--- config.mk ---
export PLATFORM = sky130hd
export DESIGN_NAME = irq_top
export DESIGN_NICKNAME = d
export VERILOG_FILES = /design/src/hw/irq_csr_pkg.sv /design/src/hw/irq_cfg_pkg.sv /design/src/hw/irq_if.sv /design/src/hw/irq_top.sv /design/src/hw/irq_priority.sv /design/src/hw/irq_csr_unit.sv /design/src/hw/irq_sync.sv
export SDC_FILE = /design/constraint.sdc
export NUM_CORES = 1
export LEC_CHECK = 0
export BUFFER_PORTS_ARGS = -buffer_cell sky130_fd_sc_hd__buf_4
export CELL_PAD_IN_SITES_DETAIL_PLACEMENT = 1
export CELL_PAD_IN_SITES_GLOBAL_PLACEMENT = 2
export CORE_MARGIN = 2
export CORE_UTILIZATION = 24
export CTS_CLUSTER_SIZE = 28
export DETAILED_ROUTE_END_ITERATION = 16
export GPL_TIMING_DRIVEN = 0
export PLACE_DENSITY = 0.74
export SYNTH_ARGS = -nofsm -noshare
export SYNTH_HDL_FRONTEND = slang
export SYNTH_SLANG_ARGS = --single-unit
--- constraint.sdc ---
create_clock -name clk_i -period 1.5 [get_ports clk_i]
set_clock_uncertainty 0.2 [all_clocks]
set_input_delay 0.375 -clock clk_i [delete_from_list [all_inputs] [get_ports clk_i]]
set_output_delay 0.375 -clock clk_i [all_outputs]
set_load 0.1 [all_outputs]
--- src/hw/irq_csr_pkg.sv ---
`default_nettype none

package irq_csr_pkg;

    localparam int CSR_ADDR_WIDTH = 5;

    // Interrupt CSR indices
    typedef enum logic [CSR_ADDR_WIDTH-1:0]
    {
        CSR_IE = 5'd0,
        CSR_IM = 5'd1,
        CSR_IP = 5'd2
    } csr_addr_e;

    // Layout of the IE word
    localparam int IE_BIT  = 0;  // Global enable
    localparam int EIE_BIT = 1;  // Saved on exception
    localparam int BIE_BIT = 2;  // Saved on breakpoint

endpackage

`default_nettype wire

--- src/hw/irq_cfg_pkg.sv ---
`default_nettype none

package irq_cfg_pkg;

    // CSR data path
    localparam int WORD_WIDTH = 32;

    // External interrupt pins
    localparam int NUM_IRQ = 8;
    localparam int IRQ_ID_WIDTH = $clog2(NUM_IRQ);  // Enough bits for an index

    // Flops between a pin and the pending register
    localparam int SYNC_STAGES = 2;

endpackage

`default_nettype wire
--- src/hw/irq_if.sv ---
`timescale 1ns/1ps
`default_nettype none

// CSR read/write port of the interrupt block
interface csr_if import irq_cfg_pkg::*, irq_csr_pkg::*; ();

    csr_addr_e             addr;
    logic [WORD_WIDTH-1:0] wdata;
    logic                  we;     // One-cycle write strobe
    logic [WORD_WIDTH-1:0] rdata;  // Combinational from addr

    modport master (output addr, output wdata, output we, input rdata);
    modport slave (input addr, input wdata, input we, output rdata);

endinterface

// Strobes coming from the execute stage
interface pipe_evt_if ();

    logic stall_x;  // Holds off returns and writes
    logic exc;      // Ordinary exception
    logic dbg_exc;  // Debug exception
    logic eret;
    logic bret;

    modport source (output stall_x, output exc, output dbg_exc, output eret, output bret);
    modport sink (input stall_x, input exc, input dbg_exc, input eret, input bret);

endinterface

`default_nettype wire

--- src/hw/irq_top.sv ---
`timescale 1ns/1ps
`default_nettype none

module irq_top import irq_cfg_pkg::*, irq_csr_pkg::*;
(
    input  logic                    clk_i,
    input  logic                    arst_n,
    input  logic [NUM_IRQ-1:0]      irq_n,
    // Pipeline strobes
    input  logic                    stall_x,
    input  logic                    exc,
    input  logic                    dbg_exc,
    input  logic                    eret,
    input  logic                    bret,
    // CSR access
    input  csr_addr_e               csr_addr,
    input  logic [WORD_WIDTH-1:0]   csr_wdata,
    input  logic                    csr_we,
    output logic [WORD_WIDTH-1:0]   csr_rdata,
    // Interrupt request and dispatch number
    output logic                    irq_req,
    output logic [IRQ_ID_WIDTH-1:0] irq_id,
    output logic                    irq_valid
);

    csr_if      csr_bus ();
    pipe_evt_if evt_bus ();

    logic [NUM_IRQ-1:0] irq_level;
    logic [NUM_IRQ-1:0] pend_masked;

    assign csr_bus.addr  = csr_addr;
    assign csr_bus.wdata = csr_wdata;
    assign csr_bus.we    = csr_we;
    assign csr_rdata     = csr_bus.rdata;

    assign evt_bus.stall_x = stall_x;
    assign evt_bus.exc     = exc;
    assign evt_bus.dbg_exc = dbg_exc;
    assign evt_bus.eret    = eret;
    assign evt_bus.bret    = bret;

    irq_sync i_sync
    (
        .clk_i     (clk_i),
        .arst_n    (arst_n),
        .irq_n     (irq_n),
        .irq_level (irq_level)
    );

    irq_csr_unit i_csr
    (
        .clk_i       (clk_i),
        .arst_n      (arst_n),
        .csr         (csr_bus.slave),
        .evt         (evt_bus.sink),
        .irq_level   (irq_level),
        .pend_masked (pend_masked),
        .irq_req     (irq_req)
    );

    irq_priority i_prio
    (
        .clk_i       (clk_i),
        .arst_n      (arst_n),
        .pend_masked (pend_masked),
        .irq_req     (irq_req),
        .irq_id      (irq_id),
        .irq_valid   (irq_valid)
    );

endmodule

`default_nettype wire

--- src/hw/irq_priority.sv ---
`timescale 1ns/1ps
`default_nettype none

module irq_priority import irq_cfg_pkg::*;
(
    input  logic                    clk_i,
    input  logic                    arst_n,
    input  logic [NUM_IRQ-1:0]      pend_masked,
    input  logic                    irq_req,
    output logic [IRQ_ID_WIDTH-1:0] irq_id,
    output logic                    irq_valid
);

    logic [IRQ_ID_WIDTH-1:0] low_id;

    // Scan downwards so the lowest set bit is the last one kept
    always_comb
    begin
        low_id = '0;
        for (int i = NUM_IRQ - 1; i >= 0; i--)
        begin
            if (pend_masked[i])
            begin
                low_id = IRQ_ID_WIDTH'(i);
            end
        end
    end

    always_ff @(posedge clk_i or negedge arst_n)
    begin
        if (!arst_n)
        begin
            irq_id    <= '0;
            irq_valid <= 1'b0;
        end
        else
        begin
            irq_valid <= irq_req;
            if (|pend_masked)
            begin
                irq_id <= low_id;  // Otherwise hold last number
            end
        end
    end

endmodule

`default_nettype wire

--- src/hw/irq_csr_unit.sv ---
`timescale 1ns/1ps
`default_nettype none

module irq_csr_unit import irq_cfg_pkg::*, irq_csr_pkg::*;
(
    input  logic               clk_i,
    input  logic               arst_n,
    csr_if.slave               csr,
    pipe_evt_if.sink           evt,
    input  logic [NUM_IRQ-1:0] irq_level,
    output logic [NUM_IRQ-1:0] pend_masked,
    output logic               irq_req
);

    logic               ie;
    logic               eie;
    logic               bie;
    logic [NUM_IRQ-1:0] im;
    logic [NUM_IRQ-1:0] ip;

    logic                  csr_wr_en;
    logic [WORD_WIDTH-1:0] ie_word;
    logic [NUM_IRQ-1:0]    ip_clr;

    // A write only lands when no exception or return owns this cycle
    assign csr_wr_en = csr.we && !evt.exc && !evt.dbg_exc && !evt.stall_x
                       && !evt.eret && !evt.bret;

    assign ip_clr = (csr_wr_en && csr.addr == CSR_IP) ? csr.wdata[NUM_IRQ-1:0] : '0;

    assign pend_masked = ip & im;
    assign irq_req     = ie && (|pend_masked);

    always_comb
    begin
        ie_word          = '0;
        ie_word[IE_BIT]  = ie;
        ie_word[EIE_BIT] = eie;
        ie_word[BIE_BIT] = bie;
    end

    always_comb
    begin
        case (csr.addr)
            CSR_IE:  csr.rdata = ie_word;
            CSR_IM:  csr.rdata = WORD_WIDTH'(im);
            CSR_IP:  csr.rdata = WORD_WIDTH'(ip);
            default: csr.rdata = '0;  // Unmapped index
        endcase
    end

    // Enable bits with save and restore
    always_ff @(posedge clk_i or negedge arst_n)
    begin
        if (!arst_n)
        begin
            ie  <= 1'b0;
            eie <= 1'b0;
            bie <= 1'b0;
        end
        else if (evt.exc)
        begin
            eie <= ie;
            ie  <= 1'b0;
        end
        else if (evt.dbg_exc)
        begin
            bie <= ie;
            ie  <= 1'b0;
        end
        else if (!evt.stall_x)
        begin
            if (evt.eret)
            begin
                ie <= eie;
            end
            else if (evt.bret)
            begin
                ie <= bie;
            end
            else if (csr.we && csr.addr == CSR_IE)
            begin
                ie  <= csr.wdata[IE_BIT];
                eie <= csr.wdata[EIE_BIT];
                bie <= csr.wdata[BIE_BIT];
            end
        end
    end

    always_ff @(posedge clk_i or negedge arst_n)
    begin
        if (!arst_n)
        begin
            im <= '0;
            ip <= '0;
        end
        else
        begin
            if (csr_wr_en && csr.addr == CSR_IM)
            begin
                im <= csr.wdata[NUM_IRQ-1:0];
            end
            // Level still asserted wins over a clear
            ip <= (ip & ~ip_clr) | irq_level;
        end
    end

endmodule

`default_nettype wire

--- src/hw/irq_sync.sv ---
`timescale 1ns/1ps
`default_nettype none

module irq_sync import irq_cfg_pkg::*;
(
    input  logic               clk_i,
    input  logic               arst_n,
    input  logic [NUM_IRQ-1:0] irq_n,      // Asynchronous, active low
    output logic [NUM_IRQ-1:0] irq_level   // Synchronized, active high
);

    logic [NUM_IRQ-1:0] sync_q [SYNC_STAGES];

    always_ff @(posedge clk_i or negedge arst_n)
    begin
        if (!arst_n)
        begin
            for (int s = 0; s < SYNC_STAGES; s++)
            begin
                sync_q[s] <= '1;  // Pins idle high
            end
        end
        else
        begin
            sync_q[0] <= irq_n;
            for (int s = 1; s < SYNC_STAGES; s++)
            begin
                sync_q[s] <= sync_q[s-1];
            end
        end
    end

    assign irq_level = ~sync_q[SYNC_STAGES-1];

endmodule

`default_nettype wire

---- Word-level counts from Yosys, hierarchy flattened ----
Index checks and enable logic that the tools add are counted.
storage, ports and cells
  register bits ........................... 39
  latch bits .............................. 0
  memory bits (writable) .................. 0
  memory bits (read-only) ................. 0
  bits of input ports ..................... 53
  word-level logic and storage cells ...... 74
  memories kept ........................... 0
cells by class
  $add $sub $neg .......................... 0
  $mul .................................... 0
  divide/modulo/power cells ............... 0
  order comparisons ....................... 0
  equal/unequal tests ..................... 10
  shifts and indexed selects .............. 0
  mux-type cells .......................... 27
  bitwise operators ....................... 6
  reductions and logical operators ........ 22
operators with widths
  cell                  count
  $mux W3               8
  $pmux W8 S3           1
  $mux W1               17
  $and A8 B8 Y8         2
  $not A8 Y8            2
  $ne A2 B2 Y1 const B  5
  $reduce_and A5 Y1     2
  $logic_and A1 B1 Y1   9
  $mux W8               1
  $or A8 B8 Y8          1
  $reduce_or A8 Y1      1
  $eq A5 B1 Y1 const B  1
  $eq A5 B2 Y1 const B  1
  $logic_not A1 Y1      5
  $logic_not A5 Y1      1
  $reduce_bool A5 Y1    1
  $ne A2 B1 Y1 const B  2
  $reduce_bool A2 Y1    2
  $ne A3 B1 Y1 const B  1
  $reduce_and A2 Y1     1
  $not A1 Y1            1

---- Logic depth before layout (Yosys ltp) ----
  word-level depth ........................ 11
  gate-level depth with buffers ........... 6
  depth with buffers taken out ............ 4

---- Cells and area by module ----
A second synthesis with hierarchy kept.
second synthesis, totals
  cells, all modules ...................... 191
  area total of the unflattened synthesis .. 1978.1 um^2
modules (own cells, without submodules)
  module        times used  cells each  area an instance (um^2)
  irq_csr_unit  1           148         1335.0
  irq_sync      1           24          450.4
  irq_priority  1           19          192.7

---- Worst setup path before layout ----
No wires, ideal clock.
  path kind ............................... reg-to-output
  from .................................... register i_csr.im[2]
  to ...................................... output irq_req
  arrival time ............................ 2776 ps
  data required time ...................... 925 ps
  path slack .............................. -1851 ps
  stages on the path, launching flop included .. 5
  path through ............................ dfrtp_1 nand2_1 nand2_1 nor2_1 a21boi_0
between the ends
  word-level cells in the longest chain between the ends .. 3
ends and longest elaborated chain
  item                    line                 source
  start, declared         irq_csr_unit.sv:18   logic [NUM_IRQ-1:0] im;
  start signal, assigned  irq_csr_unit.sv:101  im <= csr.wdata[NUM_IRQ-1:0];
  $and A8 B8 Y8           irq_csr_unit.sv:31   assign pend_masked = ip & im;
  $reduce_or A8 Y1        irq_csr_unit.sv:32   assign irq_req = ie && (|pend_masked);
  $logic_and A1 B1 Y1     irq_csr_unit.sv:32
  end, declared           irq_top.sv:21        output logic irq_req,
No other way between the ends.

---- Worst setup path in the final report ----
  from .................................... input csr_addr[3]
  to ...................................... output csr_rdata[4]
between the ends
  word-level cells in the longest chain between the ends .. 2
  elaborated cells on any way between the ends .. 4
  classes of those cells .................. 2 x eq/ne; 1 x mux; 1 x reduce/logical
ends and longest elaborated chain
  item                                  line                source
  start, declared                       irq_top.sv:16       input csr_addr_e csr_addr,
  $eq A5 B2 Y1 (tied with other cells)  irq_csr_unit.sv:44  case (csr.addr)
  $pmux W8 S3 (*)                       irq_csr_unit.sv:44
  end, declared                         irq_top.sv:19       output logic [WORD_WIDTH-1:0] csr_rdata,
Mark *: on every way between the ends. The rest lies on a longest branch, timed or not.

==> metrics.cfg <==
[synthesis]
synthArstFlopShare=1.00
ys_dominant_reg_cell=sky130_fd_sc_hd__dfrtp_1
yosys.area_share.simple=0.128
ys_seq_elements=39
syn-mean-instance-area_um2=11.0
netlist_top_cells_area=sky130_fd_sc_hd__dfrtp_1, sky130_fd_sc_hd__dfstp_2, sky130_fd_sc_hd__buf_4, sky130_fd_sc_hd__mux2_4, sky130_fd_sc_hd__nand2_1
syn-instance-count=170
yosys-mux-area-fraction=0.0981
seq_area_frac_synth=0.535
synth-adder-area-share=0
synth_top_family_by_area=buffers and inverters
area_of_the_mapped_netlist_mm2=0.00186
yosys.area.top_type=sky130_fd_sc_hd__dfrtp_1
synthXorXnorAreaFrac=0
synth.most_common_cell=sky130_fd_sc_hd__buf_4
synth_compound_gate_area_share=0.108
synthesis.yosys.warnings=0
number_of_library_cell_types_mapped_by_synthesis=37
synthDominantCellAreaShare=0.309
synth-edff-count=0
ys_top_cells_by_count=sky130_fd_sc_hd__buf_4, sky130_fd_sc_hd__dfrtp_1, sky130_fd_sc_hd__nand2_1, sky130_fd_sc_hd__dfstp_2, sky130_fd_sc_hd__nor2_1

[timing]
fmax_mhz=514
rsz0062_at_grt=yes
fin_crit_sh=1.30
finalWorstPathRequiredPeriod_ns=1.95
layout_setup_ws_ns=-0.445
holdWs_ns=0.102
final-hold-violation-count=0
finalMaxSlewViolations=0
setup-tns-final_ns=-7.22
setup_failing_eps_final=25

[pwr]
vdd.ir_drop.worst_mv=0.424
seqPwrFrac=0.369
internal_w=0.00203
switching_power_w=0.00121
pwr_density_cell_mw_per_mm2=1010
share_comb_of_total_power=0.361
power.share.switching=0.373
static-leakage-power_nw=1.46
part_of_the_power_in_the_clock_network=0.271

[setup_path]
critPathKind=input port to output port
timing.critical_path.cells=buf_8 -> or3_4 -> buf_12 -> nor2_4 -> buf_12
cp.depth=5
critical_path.startpoint_type=input port
cp_slowest_stage_delay_ns=0.42
crit_path_end=csr_rdata[4]
worstSetupStartpoint=csr_addr[3]
critical-path-top-delay-family=simple AND/OR/NAND/NOR gates
cp.buffers_inverters=3
worstPathMaxFanout=5
reg2reg_from=i_csr.ip[4]$_DFF_PN0_
worst_r2r_path_depth=6
cp_data_required_time_ns=0.92
reg2reg_setup_slack_ns=0.04
timing.critical_path.arrival_ns=1.37
worst_setup_path_end_kind=output port
cpMaxStageDelayCell=sky130_fd_sc_hd__or3_4
r2r_endpoint=i_prio.irq_id[1]$_DFFE_PN0N_
cp_common_cell=sky130_fd_sc_hd__buf_12

[final_layout]
final_cell_count_no_fill=379
synthToLayoutAreaGrowth_pct=71.2
antenna-diode-count=0
number_of_nets_at_the_end_of_the_flow=329
final_layout_size_suffix_gt1_frac=0.610
postLayoutCoreUtil=0.419
fill_cells=851
finish.instance_area_mm2=0.00319

[floorplanning]
floorplan.die_area_mm2=0.00848
dieWidth_um=92.1
row_count=32
floorplan.initialDensity=0.245
die_h_um=92.1
coreArea_mm2=0.00761
ios=90

[global_route]
vias_in_the_first_global_route=1471
overflow=0
globalRouteTotalUtil=0.112
grt_antenna_before_repair=0
grt_first_pass_wirelength_um=7370
grt_start_max_net_pins=40

[clocking]
clkTransAtPathRegs_ns=0.08
ctsRootBufferMaster=sky130_fd_sc_hd__clkbuf_8
clock_buffers_created_by_tritoncts=5
cts_num_sinks=39
clk_latency_ns=0.29
cts.htree.levels=2
tritoncts=yes
clock_tree.buffer_depth=2

[run_status]
outcome=finished with violations
violated_checks=setup timing

[job]
max_cap_violations=0

[placement]
finalWeightedCongestion=0.740
dp.cells=335
detailed_place_hpwl_um=3190
port_buffers=40
placement.cell_area_mm2=0.00249

[routing]
routed_vias_inst=3.93
detail_route.iter0.violations=56
firstDrtPassIters=4
route.antenna.remaining_nets=0
detail_route.wl_per_cell_um=12.5
drt_drc_violations_left=0
routed-via-count=1488
routed_wirelength_um=4740

[min_path]
path_category_of_the_worst_min_delay_check=input port to register

worst min path at each step:
stage,from,endpoint,slack [ns],cells past startpoint
after floorplan,arst_n,i_csr.bie$_DFFE_PN0P_,-0.12,0
after global placement,i_sync.sync_q[15]$_DFF_PN1_,i_sync.sync_q[7]$_DFF_PN1_,0.15,0
after detailed placement,i_sync.sync_q[12]$_DFF_PN1_,i_sync.sync_q[4]$_DFF_PN1_,0.15,0
after CTS,stall_x,i_csr.ie$_DFFE_PN0P_,0.09,2
after global routing,stall_x,i_csr.ie$_DFFE_PN0P_,0.11,2
final,stall_x,i_csr.ie$_DFFE_PN0P_,0.10,2
worst register-to-register path, delay by kind of cell (launching register included):
family                 cells  cell delay (ns)
buffers and inverters      2             0.26
flip-flops                 1             0.43
AO/OA/AOI/OAI              2             0.31
AND/OR/NAND/NOR            2             0.18
metrics by stage:
stage               setup slack (ns)  power (W)
CTS                           -0.448    0.00315
finish                        -0.445    0.00323
global placement              -0.678    0.00216
floorplan                     -0.475    0.00196
detailed placement            -0.724    0.00216
global route                  -0.479    0.00335
power groups by stage:
stage | registers (W) | clock network (W) | logic [W]
after floorplan | 0.00149 | 0 | 0.000470
after global placement | 0.00120 | 0 | 0.000960
after detailed placement | 0.00120 | 0 | 0.000967
after CTS | 0.00118 | 0.000906 | 0.00106
after global routing | 0.00120 | 0.000946 | 0.00121
final | 0.00119 | 0.000874 | 0.00117
registers in the layout (all words and copies together) (netlist names):
register          flops
i_prio.irq_valid      1
i_sync.sync_q        16
i_csr.eie             1
i_csr.im              8
i_csr.ip              8
i_csr.ie              1
i_prio.irq_id         3
i_csr.bie             1
routing by layer:
metal,vias up,global-route usage,part of all wire
met1,699,0.136,0.42
met2,46,0.192,0.51
li1,739,-,-
met5,-,0,0
met4,0,0.0373,0.0095
met3,4,0.0312,0.062
what timing repair did:
item                                    in CTS  in global routing
buffers inserted                            19                  7
endpoints found under the setup margin      29                 31
pin swaps                                   11                  7
gates cloned                                 1                  0
endpoints found under the hold margin       31                  0
hold buffers                                 9                  0
gates resized for setup                     61                 15
cell type report:
class | instances | area (um^2) | area share
Clock inverter | 3 | 43.8 | 0.0137
Inverter | 8 | 30.0 | 0.00942
Buffer | 28 | 228 | 0.0715
Tap cell | 102 | 128 | 0.0400
Sequential cell | 39 | 998 | 0.313
Clock buffer | 5 | 68.8 | 0.0216
Multi-Input combinational cell | 118 | 910 | 0.285
Timing Repair Buffer | 76 | 781 | 0.245
layout by cell type, fill, tap and decap left out, types with 6 or more instances in the layout:
master                          count
sky130_fd_sc_hd__conb_1            24
sky130_fd_sc_hd__dlygate4sd3_1      9
sky130_fd_sc_hd__buf_6              8
sky130_fd_sc_hd__nor2_4            10
sky130_fd_sc_hd__nand2_2            8
sky130_fd_sc_hd__o21ai_2            6
sky130_fd_sc_hd__dfstp_2           16
sky130_fd_sc_hd__nand2_1           15
sky130_fd_sc_hd__buf_12            12
sky130_fd_sc_hd__dfrtp_1           21
sky130_fd_sc_hd__mux2_4             9
sky130_fd_sc_hd__buf_4             72
sky130_fd_sc_hd__inv_1              8
logic make-up after synthesis:
kind of cell,after synthesis
simple gates,50
flops,39
buf+inv,36
compound gates,30
mux,14
other cells,1
Power figures use the tool's default switching activity.
